## src/hw/host_cmd_pkg.sv

```systemverilog
`default_nettype none

package host_cmd_pkg;

	// ********************
	// wishbone widths.
	// ********************

	typedef logic [7:0] wb_adr_t;
	typedef logic [7:0] wb_dat_t;

	localparam int REG_COUNT    = 16;
	localparam int REG_ADR_BITS = $clog2(REG_COUNT);	// upper address bits are ignored.

	// ********************
	// packet protocol.
	// ********************

	localparam logic [7:0] OP_WRITE       = 8'h01;	// opcode, address, data.
	localparam logic [7:0] OP_READ        = 8'h02;	// opcode, address.
	localparam logic [7:0] RSP_WRITE_DONE = 8'hAA;
	localparam logic [7:0] RSP_BAD_OPCODE = 8'hEE;	// one-byte packet.

	// command engine states.
	typedef enum logic [2:0] {
		cmd_get_op  = 3'd0,
		cmd_get_adr = 3'd1,
		cmd_get_dat = 3'd2,	// writes only.
		cmd_bus     = 3'd3,
		cmd_send    = 3'd4
	} cmd_state_t;

endpackage

`default_nettype wire

```

## src/hw/ft245_pkg.sv

```systemverilog
`default_nettype none

package ft245_pkg;

	// ********************
	// chip bus data.
	// ********************

	typedef logic [7:0] byte_t;	// one byte on the pins and the byte channels.

	// ********************
	// pin sequencer states.
	// ********************

	// transmit runs setup, assert, hold; receive runs assert, hold, sample.
	typedef enum logic [2:0] {
		ft_idle      = 3'd0,
		ft_tx_setup  = 3'd1,	// wr strobe.
		ft_tx_assert = 3'd2,
		ft_tx_hold   = 3'd3,	// siwu pulse.
		ft_rx_assert = 3'd4,
		ft_rx_hold   = 3'd5,
		ft_rx_sample = 3'd6	// data_in captured here.
	} ft245_state_t;

endpackage

`default_nettype wire
```

## src/hw/wishbone_if.sv

```systemverilog
`timescale 1ns/100ps
`default_nettype none

interface wishbone_if;
	import host_cmd_pkg::*;

	logic    cyc;
	logic    stb;
	logic    we;
	wb_adr_t adr;
	wb_dat_t dat_w;
	wb_dat_t dat_r;
	logic    ack;	// one cycle per transfer.

	// classic cycle, single transfer.
	modport master (
		output cyc, stb, we, adr, dat_w,
		input  dat_r, ack
	);

	modport slave (
		input  cyc, stb, we, adr, dat_w,
		output dat_r, ack
	);

endinterface

`default_nettype wire

```

## src/hw/ft245_wb_bridge.sv

```systemverilog
`timescale 1ns/100ps
`default_nettype none

module ft245_wb_bridge (
	input  logic             clk,
	input  logic             reset,

	// FT245 chip pins, all active high.
	input  ft245_pkg::byte_t data_in,
	output ft245_pkg::byte_t data_out,
	output logic             dir_out,
	input  logic             rxf,	// byte available.
	input  logic             txe,	// space free.
	output logic             rd,
	output logic             wr,
	output logic             siwu
);

	// byte channels between the pin sequencer and the engine.
	ft245_pkg::byte_t rx_data;
	logic             rx_seq;
	logic             rx_ack;
	ft245_pkg::byte_t tx_data;
	logic             tx_seq;
	logic             tx_ack;

	wishbone_if wb ();

	ft245_ifc u_ifc (
		.clk      (clk),
		.reset    (reset),
		.rx_data  (rx_data),
		.rx_seq   (rx_seq),
		.rx_ack   (rx_ack),
		.tx_data  (tx_data),
		.tx_seq   (tx_seq),
		.tx_ack   (tx_ack),
		.data_in  (data_in),
		.data_out (data_out),
		.dir_out  (dir_out),
		.rd       (rd),
		.wr       (wr),
		.siwu     (siwu),
		.rxf      (rxf),
		.txe      (txe)
	);

	host_cmd_engine u_engine (
		.clk     (clk),
		.reset   (reset),
		.rx_data (rx_data),
		.rx_seq  (rx_seq),
		.rx_ack  (rx_ack),
		.tx_data (tx_data),
		.tx_seq  (tx_seq),
		.tx_ack  (tx_ack),
		.bus     (wb.master)
	);

	wb_reg_bank u_bank (
		.clk   (clk),
		.reset (reset),
		.bus   (wb.slave)
	);

endmodule

`default_nettype wire

```

## src/hw/wb_reg_bank.sv

```systemverilog
`timescale 1ns/100ps
`default_nettype none

module wb_reg_bank (
	input  logic      clk,
	input  logic      reset,
	wishbone_if.slave bus
);
	import host_cmd_pkg::*;

	wb_dat_t                 regs [REG_COUNT];
	logic [REG_ADR_BITS-1:0] sel;
	logic                    ack_q;

	// only the low address bits select a register, so the bank repeats.
	assign sel = bus.adr[REG_ADR_BITS-1:0];

	assign bus.ack   = ack_q;
	assign bus.dat_r = regs[sel];	// valid while ack is high.

	// ********************
	// ack and write port.
	// ********************

	always_ff @(posedge clk)
	begin
		if (reset)
		begin
			ack_q <= 1'b0;
			for (int i = 0; i < REG_COUNT; i++)
			begin
				regs[i] <= '0;
			end
		end
		else
		begin
			// one cycle after stb, and low again on the next edge.
			ack_q <= bus.cyc && bus.stb && !ack_q;

			if (ack_q && bus.we)
				regs[sel] <= bus.dat_w;
		end
	end

endmodule

`default_nettype wire

```

## src/hw/host_cmd_engine.sv

```systemverilog
`timescale 1ns/100ps
`default_nettype none

module host_cmd_engine (
	input  logic             clk,
	input  logic             reset,

	input  ft245_pkg::byte_t rx_data,
	input  logic             rx_seq,
	output logic             rx_ack,	// copy of rx_seq once the byte is taken.

	output ft245_pkg::byte_t tx_data,
	output logic             tx_seq,	// toggled once per packet.
	input  logic             tx_ack,

	wishbone_if.master       bus
);
	import ft245_pkg::*;
	import host_cmd_pkg::*;

	cmd_state_t state;
	byte_t      opcode;
	wb_adr_t    adr;
	wb_dat_t    dat;
	byte_t      reply;
	logic       rx_avail;
	logic       tx_free;
	logic       op_known;

	assign rx_avail = (rx_seq != rx_ack);
	assign tx_free  = (tx_seq == tx_ack);
	assign op_known = (rx_data == OP_WRITE) || (rx_data == OP_READ);

	// ********************
	// wishbone master.
	// ********************

	// cyc and stb fall in the cycle after ack, when the state has moved on.
	assign bus.cyc   = (state == cmd_bus);
	assign bus.stb   = (state == cmd_bus);
	assign bus.we    = (opcode == OP_WRITE);
	assign bus.adr   = adr;
	assign bus.dat_w = dat;

	// ********************
	// packet walk.
	// ********************

	always_ff @(posedge clk)
	begin
		if (reset)
		begin
			state  <= cmd_get_op;
			rx_ack <= 1'b0;
			tx_seq <= 1'b0;
		end
		else
		begin
			case (state)
				cmd_get_op:
					if (rx_avail)
					begin
						rx_ack <= rx_seq;
						if (op_known)
							state <= cmd_get_adr;
						else
							state <= cmd_send;	// unknown opcode ends the packet.
					end
				cmd_get_adr:
					if (rx_avail)
					begin
						rx_ack <= rx_seq;
						if (opcode == OP_WRITE)
							state <= cmd_get_dat;
						else
							state <= cmd_bus;
					end
				cmd_get_dat:
					if (rx_avail)
					begin
						rx_ack <= rx_seq;
						state  <= cmd_bus;
					end
				cmd_bus:
					if (bus.ack)
						state <= cmd_send;
				cmd_send:
					// waits here while the previous reply is still queued.
					if (tx_free)
					begin
						tx_seq <= ~tx_seq;
						state  <= cmd_get_op;
					end
				default:
					state <= cmd_get_op;
			endcase
		end
	end

	// ********************
	// packet fields and reply.
	// ********************

	always_ff @(posedge clk)
	begin
		case (state)
			cmd_get_op:
				if (rx_avail)
				begin
					opcode <= rx_data;
					reply  <= RSP_BAD_OPCODE;	// replaced once a bus cycle runs.
				end
			cmd_get_adr:
				if (rx_avail)
					adr <= rx_data;
			cmd_get_dat:
				if (rx_avail)
					dat <= rx_data;
			cmd_bus:
				if (bus.ack)
					reply <= bus.we ? RSP_WRITE_DONE : bus.dat_r;
			cmd_send:
				if (tx_free)
					tx_data <= reply;	// steady until the next toggle.
			default:
				reply <= RSP_BAD_OPCODE;
		endcase
	end

endmodule

`default_nettype wire

```

## src/hw/ft245_ifc.sv

```systemverilog
`timescale 1ns/100ps
`default_nettype none

module ft245_ifc (
	input  logic             clk,
	input  logic             reset,

	output ft245_pkg::byte_t rx_data,
	output logic             rx_seq,	// toggles when a byte is ready.
	input  logic             rx_ack,

	input  ft245_pkg::byte_t tx_data,
	input  logic             tx_seq,	// toggle to send tx_data.
	output logic             tx_ack,

	input  ft245_pkg::byte_t data_in,
	output ft245_pkg::byte_t data_out,
	output logic             dir_out,
	output logic             rd,
	output logic             wr,
	output logic             siwu,
	input  logic             rxf,
	input  logic             txe
);
	import ft245_pkg::*;

	ft245_state_t state;
	ft245_state_t state_next;
	byte_t        data_out_q;
	logic         tx_ready;
	logic         rx_ready;
	logic         launch;

	assign tx_ready = (tx_seq != tx_ack) && txe;
	assign rx_ready = (rx_seq == rx_ack) && rxf;

	// ********************
	// next state and strobes.
	// ********************

	always_comb
	begin
		state_next = state;
		launch     = 1'b0;
		dir_out    = 1'b0;
		rd         = 1'b0;
		wr         = 1'b0;
		siwu       = 1'b0;

		case (state)
			ft_idle:
				if (tx_ready)
				begin
					// transmit wins over receive.
					state_next = ft_tx_setup;
					launch     = 1'b1;
					dir_out    = 1'b1;
				end
				else if (rx_ready)
					state_next = ft_rx_assert;
			ft_tx_setup:
			begin
				state_next = ft_tx_assert;
				dir_out    = 1'b1;
				wr         = 1'b1;
			end
			ft_tx_assert:
			begin
				state_next = ft_tx_hold;
				dir_out    = 1'b1;
			end
			ft_tx_hold:
			begin
				state_next = ft_idle;
				siwu       = 1'b1;	// flush the chip's send buffer.
			end
			ft_rx_assert:
			begin
				state_next = ft_rx_hold;
				rd         = 1'b1;
			end
			ft_rx_hold:
			begin
				state_next = ft_rx_sample;
				rd         = 1'b1;
			end
			ft_rx_sample:
				state_next = ft_idle;
			default:
				state_next = ft_idle;
		endcase
	end

	// byte goes on the bus in the launch cycle already.
	assign data_out = launch ? tx_data : data_out_q;

	// ********************
	// registers.
	// ********************

	always_ff @(posedge clk)
	begin
		if (reset)
		begin
			state  <= ft_idle;
			rx_seq <= 1'b0;
			tx_ack <= 1'b0;
		end
		else
		begin
			state <= state_next;
			if (launch)
				tx_ack <= tx_seq;	// frees the engine for the next reply.
			if (state == ft_rx_sample)
				rx_seq <= ~rx_seq;
		end
	end

	always_ff @(posedge clk)
	begin
		if (launch)
			data_out_q <= tx_data;
		if (state == ft_rx_sample)
			rx_data <= data_in;	// rd is already low again.
	end

endmodule

`default_nettype wire

```

## config.mk

```make
export PLATFORM = sky130hd
export DESIGN_NAME = ft245_wb_bridge
export DESIGN_NICKNAME = d
export VERILOG_FILES = /design/src/hw/host_cmd_pkg.sv /design/src/hw/ft245_pkg.sv /design/src/hw/wishbone_if.sv /design/src/hw/ft245_wb_bridge.sv /design/src/hw/wb_reg_bank.sv /design/src/hw/host_cmd_engine.sv /design/src/hw/ft245_ifc.sv
export SDC_FILE = /design/constraint.sdc
export NUM_CORES = 1
export LEC_CHECK = 0
export ABC_AREA = 1
export BUFFER_PORTS_ARGS = -buffer_cell sky130_fd_sc_hd__clkbuf_2
export CORE_UTILIZATION = 50
export CTS_BUF_LIST = sky130_fd_sc_hd__clkbuf_4 sky130_fd_sc_hd__clkbuf_8
export DETAILED_ROUTE_END_ITERATION = 6
export PLACE_DENSITY = 0.66
export SYNTH_ARGS = -nofsm -noshare
export SYNTH_HDL_FRONTEND = slang
export SYNTH_SLANG_ARGS = --single-unit
```

## constraint.sdc

```tcl
create_clock -name clk -period 3.3 [get_ports clk]
set_clock_uncertainty 0.2 [all_clocks]
set_input_delay 0.165 -clock clk [delete_from_list [all_inputs] [get_ports clk]]
set_output_delay 0.165 -clock clk [all_outputs]
set_load 0.01 [all_outputs]
```

Yosys cells after proc, flatten, opt, wreduce, memory -nomap -nowiden
Memory sizes are Yosys's and may differ from the RTL's. A register that Yosys moved wholly into a read port is not among the register bits. Cells that the tools add are included.

Register bits: 63. Bits in writable memories: 128. Bits of input ports: 12. Logic and storage cells: 92. Memories kept: 1.

Memories: u_bank.regs (words 16, bits a word 8, rd ports 1, clocked after memory_dff 1, wr ports 16, line wb_reg_bank.sv:11) `wb_dat_t regs [REG_COUNT];`.

Eq/ne operators: 23. Mux-type cells: 31. Bitwise gates (word level): 3. Reduce and logical (&&, ||, !) cells: 20.

Operators by type and width (count): two-way mux 8 bit (5); one-hot mux 3 bit (5 select lines) (2); two-way mux 3 bit (8); one-hot mux 8 bit (3 select lines) (1); equality test 8 x 1 -> 1 bit (second input constant) (2); equality test 3 x 2 -> 1 bit (second input constant) (4); equality test 3 bit (second input constant) (4); two-way mux 1 bit (12); AND reduction 2 bit (5); equality test 8 x 2 -> 1 bit (second input constant) (1); two-way mux 4 bit (2); inequality test 2 x 1 -> 1 bit (second input constant) (4); OR reduction 8 bit (1); equality test 3 x 1 -> 1 bit (second input constant) (2); logical NOT 3 bit (2); OR reduction 3 bit (2); AND reduction 5 bit (1); logical AND 1 bit (4); OR reduction 2 bit (2); inequality test 3 x 1 -> 1 bit (second input constant) (1); inverter 1 bit (3); AND reduction 3 bit (1); equality test 1 bit (2); inequality test 1 bit (2); 4 further kinds (4).

Longest topological paths before layout
Depth in word-level cells: 7. Mapped depth: 11. Mapped depth without buffers: 9.

Hierarchy
A second synthesis with hierarchy kept.

Cells, all modules: 934. Area, all modules: 8640.8 sq um.

Modules (own cells, without submodules): wb_reg_bank (instances 1, cells each 708, area each 6078.3 sq um); host_cmd_engine (instances 1, cells each 134, area each 1712.9 sq um); ft245_ifc (instances 1, cells each 92, area each 849.6 sq um).

Least setup slack after synthesis
OpenSTA, ideal clock, no wires.

Path type: flip-flop to flip-flop. From: register u_engine.opcode[1]. To: memory u_bank.regs[13][0] (netlist name) (enable). Library setup time: 384 ps. Arrival: 1651 ps. Data required time: 2716 ps. Setup slack: 1065 ps. Stages on the path, launching flop included: 8. Buffers on the path: 0. Cell sequence: edfxtp_1 inv_2 nand2_2 nor2_4 nand4_4 inv_2 nand3_4 o21ai_0.

RTL lines: start: declaration (line host_cmd_engine.sv:22) `byte_t opcode;`; start signal: assignment (line host_cmd_engine.sv:110) `opcode <= rx_data;`; end: declaration (line wb_reg_bank.sv:11).

Worst setup path after layout
From: register u_ifc.tx_ack. To: register u_ifc.state[2].

Word-level cells in the longest chain between the ends: 4.

Ends and longest elaborated chain: start: declaration (line ft245_ifc.sv:14) `output logic tx_ack,`; start signal: assignment (line ft245_ifc.sv:113) `tx_ack <= tx_seq;`; inequality test 1 bit * (line ft245_ifc.sv:34) `assign tx_ready = (tx_seq != tx_ack) && txe;`; logical AND 1 bit * (line ft245_ifc.sv:34); two-way mux 3 bit (line ft245_ifc.sv:52) `if (tx_ready)`; one-hot mux 3 bit (5 select lines) (line ft245_ifc.sv:50) `case (state)`; end signal: assignment (line ft245_ifc.sv:105) `state <= ft_idle;`; end signal: assignment (line ft245_ifc.sv:111) `state <= state_next;`; end: declaration (line ft245_ifc.sv:27) `ft245_state_t state;`.

Every way passes the cells marked *; elsewhere a longest branch is shown, timed or not. A chain may end at the register's enable or synchronous reset.

==> qor.txt <==
Port-buffer cells: 23
Initial Util: 51.2%
Total GRT Usage: 23.0%
Worst Hold Class: in -> reg
Placed cells: 1064
Layout area overhead: 9.43%
Die height: 135 um
Drt wl/cell: 17.7 um
Worst vdd ir: 364 uV
Syn nets: 853
Clock tree buffer depth: 2
Hold wc startpoint: data_in[5]
CTS sink cnt: 195
Reg-to-Reg Start: u_ifc.tx_ack$_SDFFE_PP0N_
Synth Cell Area: 0.00885 mm2
Top cells by area, synth: edfxtp_1, nand2_1, nor3_2
Largest net degree at the start of global routing: 68
Sequential area share after synthesis: 63.5%
R2r endpoint: u_ifc.state[2]$_SDFFE_PP0P_
Mean post-synth cell area: 10.5 um2
Layout net count: 883
Post-DP HPWL: 12900 um
Critical-path top delay cell: dlygate4sd3_1
Max-Cap Viols: 0
Endpoint, Worst Hold: u_ifc.rx_data[5]$_DFFE_PN_
Crit path capture type: flip-flop
Num rows: 48
Post-Route WL: 19700 um
Rel. slew slack: 28.8%
Worst EP required: 3.52 ns
Post-DRT Antenna Nets: 0
Layout cells sized above 1: 18.9%
Worst path max stage delay: 0.56 ns
Netlist cell types: 34
Post-Synth Simple-Gate Area: 28.1%
DR vias/cell: 5.46
Crit share post-route: 74.1%
Top-count cell post-synth: nand2_1
Largest family of logic cells by synthesized area: simple AND/OR/NAND/NOR gates
PostCTS Resize Cnt: 0
Status: completed
Area leader, netlist: edfxtp_1
Post-Synthesis Cells: 841
CP top delay family: buffers and inverters
DRC violations left: 0
CP max FO: 4
RSZ-0062 raised after global routing: no
Critical Path, Cell by Cell: xor2_1 > nand2_1 > nand2_1 > a21oi_1 > dlygate4sd3_1 > nor3_1 > dlygate4sd3_1
Clock buffer count from CTS: 17
Post-synth EDFFs: 172
Hold depth: 2
Gpl congestion: 0.884
Ys async rst share: 0%
# setup viols final: 0
CP startpoint kind: flip-flop
DR vias: 6057
Final Hold Viols: 0
Vias in the first global route: 5697
Die width: 135 um
Tot Pwr: 5.38 mW
FF-to-FF setup slack: 0.86 ns
Critical path class: reg -> reg
Initial antenna violation count: 0
Worst-path clk slew: 0.10 ns
Fin crit period: 2.44 ns
Synth warn: 0
Root Buffer: clkbuf_8
Worst Tran Pin Value: 1.07 ns
Max-slew violation count: 0
Post-synthesis mux area share: 0%
Post-synth top area share: 58.3%
Iter 0 DRT Violations: 729
Layout Cells excl Fill: 1109
Top Ports: 24
Post-CTS setup buffers: 0
H-Tree Depth: 4
First-pass DRT Iterations: 5
Main flop type after synthesis: edfxtp_1
CORE AREA: 0.0173 mm2
Reg2reg path depth: 7
XOR/XNOR share of the synthesized area: 0.198%
Worst-Skew Late Latency: 0.47 ns
Fmax: 0.409 GHz
PwrDens: 555 mW/mm2
CP arrival: 2.66 ns
Seq cells post-synth: 195
Post-Synth Adder-Cell Area: 0%
Antenna cell count: 0
Setup TNS: 0 ns
List of most frequent post-synthesis cells: nand2_1, edfxtp_1, nor2_1
Post-synthesis compound-gate area fraction: 2.93%
Buf+Inv Stages, Crit Path: 2
CTS tree: yes
First-pass GRT wire length: 30800 um
DIE AREA: 0.0182 mm2
Residual overflow from global routing: 0
LEAKAGE: 3.68 nW
## state kept, by name, indices dropped and copies added (netlist names), 3 cells and up, named ones only
name / count
u_ifc.data_out_q: 8
u_ifc.rx_data: 8
u_engine.bus.adr: 4
u_engine.state: 3
u_engine.opcode: 8
u_engine.bus.dat_w: 8
u_bank.regs: 128
u_engine.reply: 8
u_engine.tx_data: 8
u_ifc.state: 3
## area by class of cell
type / count / area [um2]
fillers: 1471 / 7610
flip-flops and latches: 195 / 5630
multi-input cells: 547 / 2770
repair buffers: 57 / 415
well taps: 225 / 282
clock buffers: 19 / 249
inverters: 53 / 199
clock inverters: 13 / 149
## per-stage QoR
step                hold slack, ns  area, um2  setup slack (ns)  util (%)
floorplan                   0.0639       8850              1.06         -
global placement             0.144       9160             0.952      53.0
detailed placement           0.145       9160             0.878      53.0
CTS                          0.170       9690             0.846      56.0
global route                 0.170       9690             0.685      56.0
finish                       0.206       9690             0.856      56.0
## power breakdown
group	internal [mW]	switching, mW	leakage [nW]	total [mW]
clock	0.709	0.866	0.209	1.57
sequential	2.90	0.0858	1.88	2.99
combinational	0.278	0.538	1.59	0.816
total	3.89	1.49	3.68	5.38
## repair_timing
item                                    CTS  global route
endpoints found under the hold margin    25             0
hold buffers                             13             0
endpoints found under the setup margin    0             0
## cells by family (layout without fill, tap and decap cells)
kind of cell           Yosys count  after routing
AND/OR/NAND/NOR                498            498
flip-flops                     195            195
buffers and inverters           99            142
AO/OA/AOI/OAI                   47             47
XOR/XNOR                         2              2
## per-layer routing
metal / part of all wire [%] / GRT usage [%]
met3: 6.9 / 4.80
met2: 48 / 37.2
met4: 1.2 / 5.62
met1: 44 / 31.9
met5: 0 / 0
## worst max path at each step
stage	depth (start not counted)	slack, ns	startpoint	end
floorplan	7	1.06	u_engine.opcode[1]$_DFFE_PP_	u_bank.regs[13][0]$_SDFFCE_PN0P_
global placement	9	0.95	u_engine.opcode[4]$_DFFE_PP_	u_bank.regs[1][6]$_SDFFCE_PN0P_
detailed placement	9	0.88	u_engine.opcode[1]$_DFFE_PP_	u_bank.regs[1][2]$_SDFFCE_PN0P_
CTS	8	0.85	u_ifc.state[2]$_SDFFE_PP0P_	data_out[4]
global route	8	0.69	u_ifc.state[2]$_SDFFE_PP0P_	data_out[4]
finish	7	0.86	u_ifc.tx_ack$_SDFFE_PP0N_	u_ifc.state[2]$_SDFFE_PP0P_
## cell usage in the layout (no fill, tap or decap), types with 2 or more instances in the layout
cell type	instances
o21ai_0	30
edfxtp_1	172
inv_1	44
nor2_1	122
nor2_2	4
clkinv_2	2
nor3_1	13
bufinv_16	2
clkbuf_2	23
nand2_1	202
clkinv_1	2
nor3_2	60
xor2_1	2
a21oi_1	7
nor3_4	2
o211ai_1	5
inv_6	6
nand3_4	2
buf_4	20
nand3_1	77
dlygate4sd3_1	13
clkbuf_8	17
dfxtp_1	22
nand2_2	9
clkbuf_4	2
nor2_4	2
inv_2	7
Power figures use the tool's default switching activity.
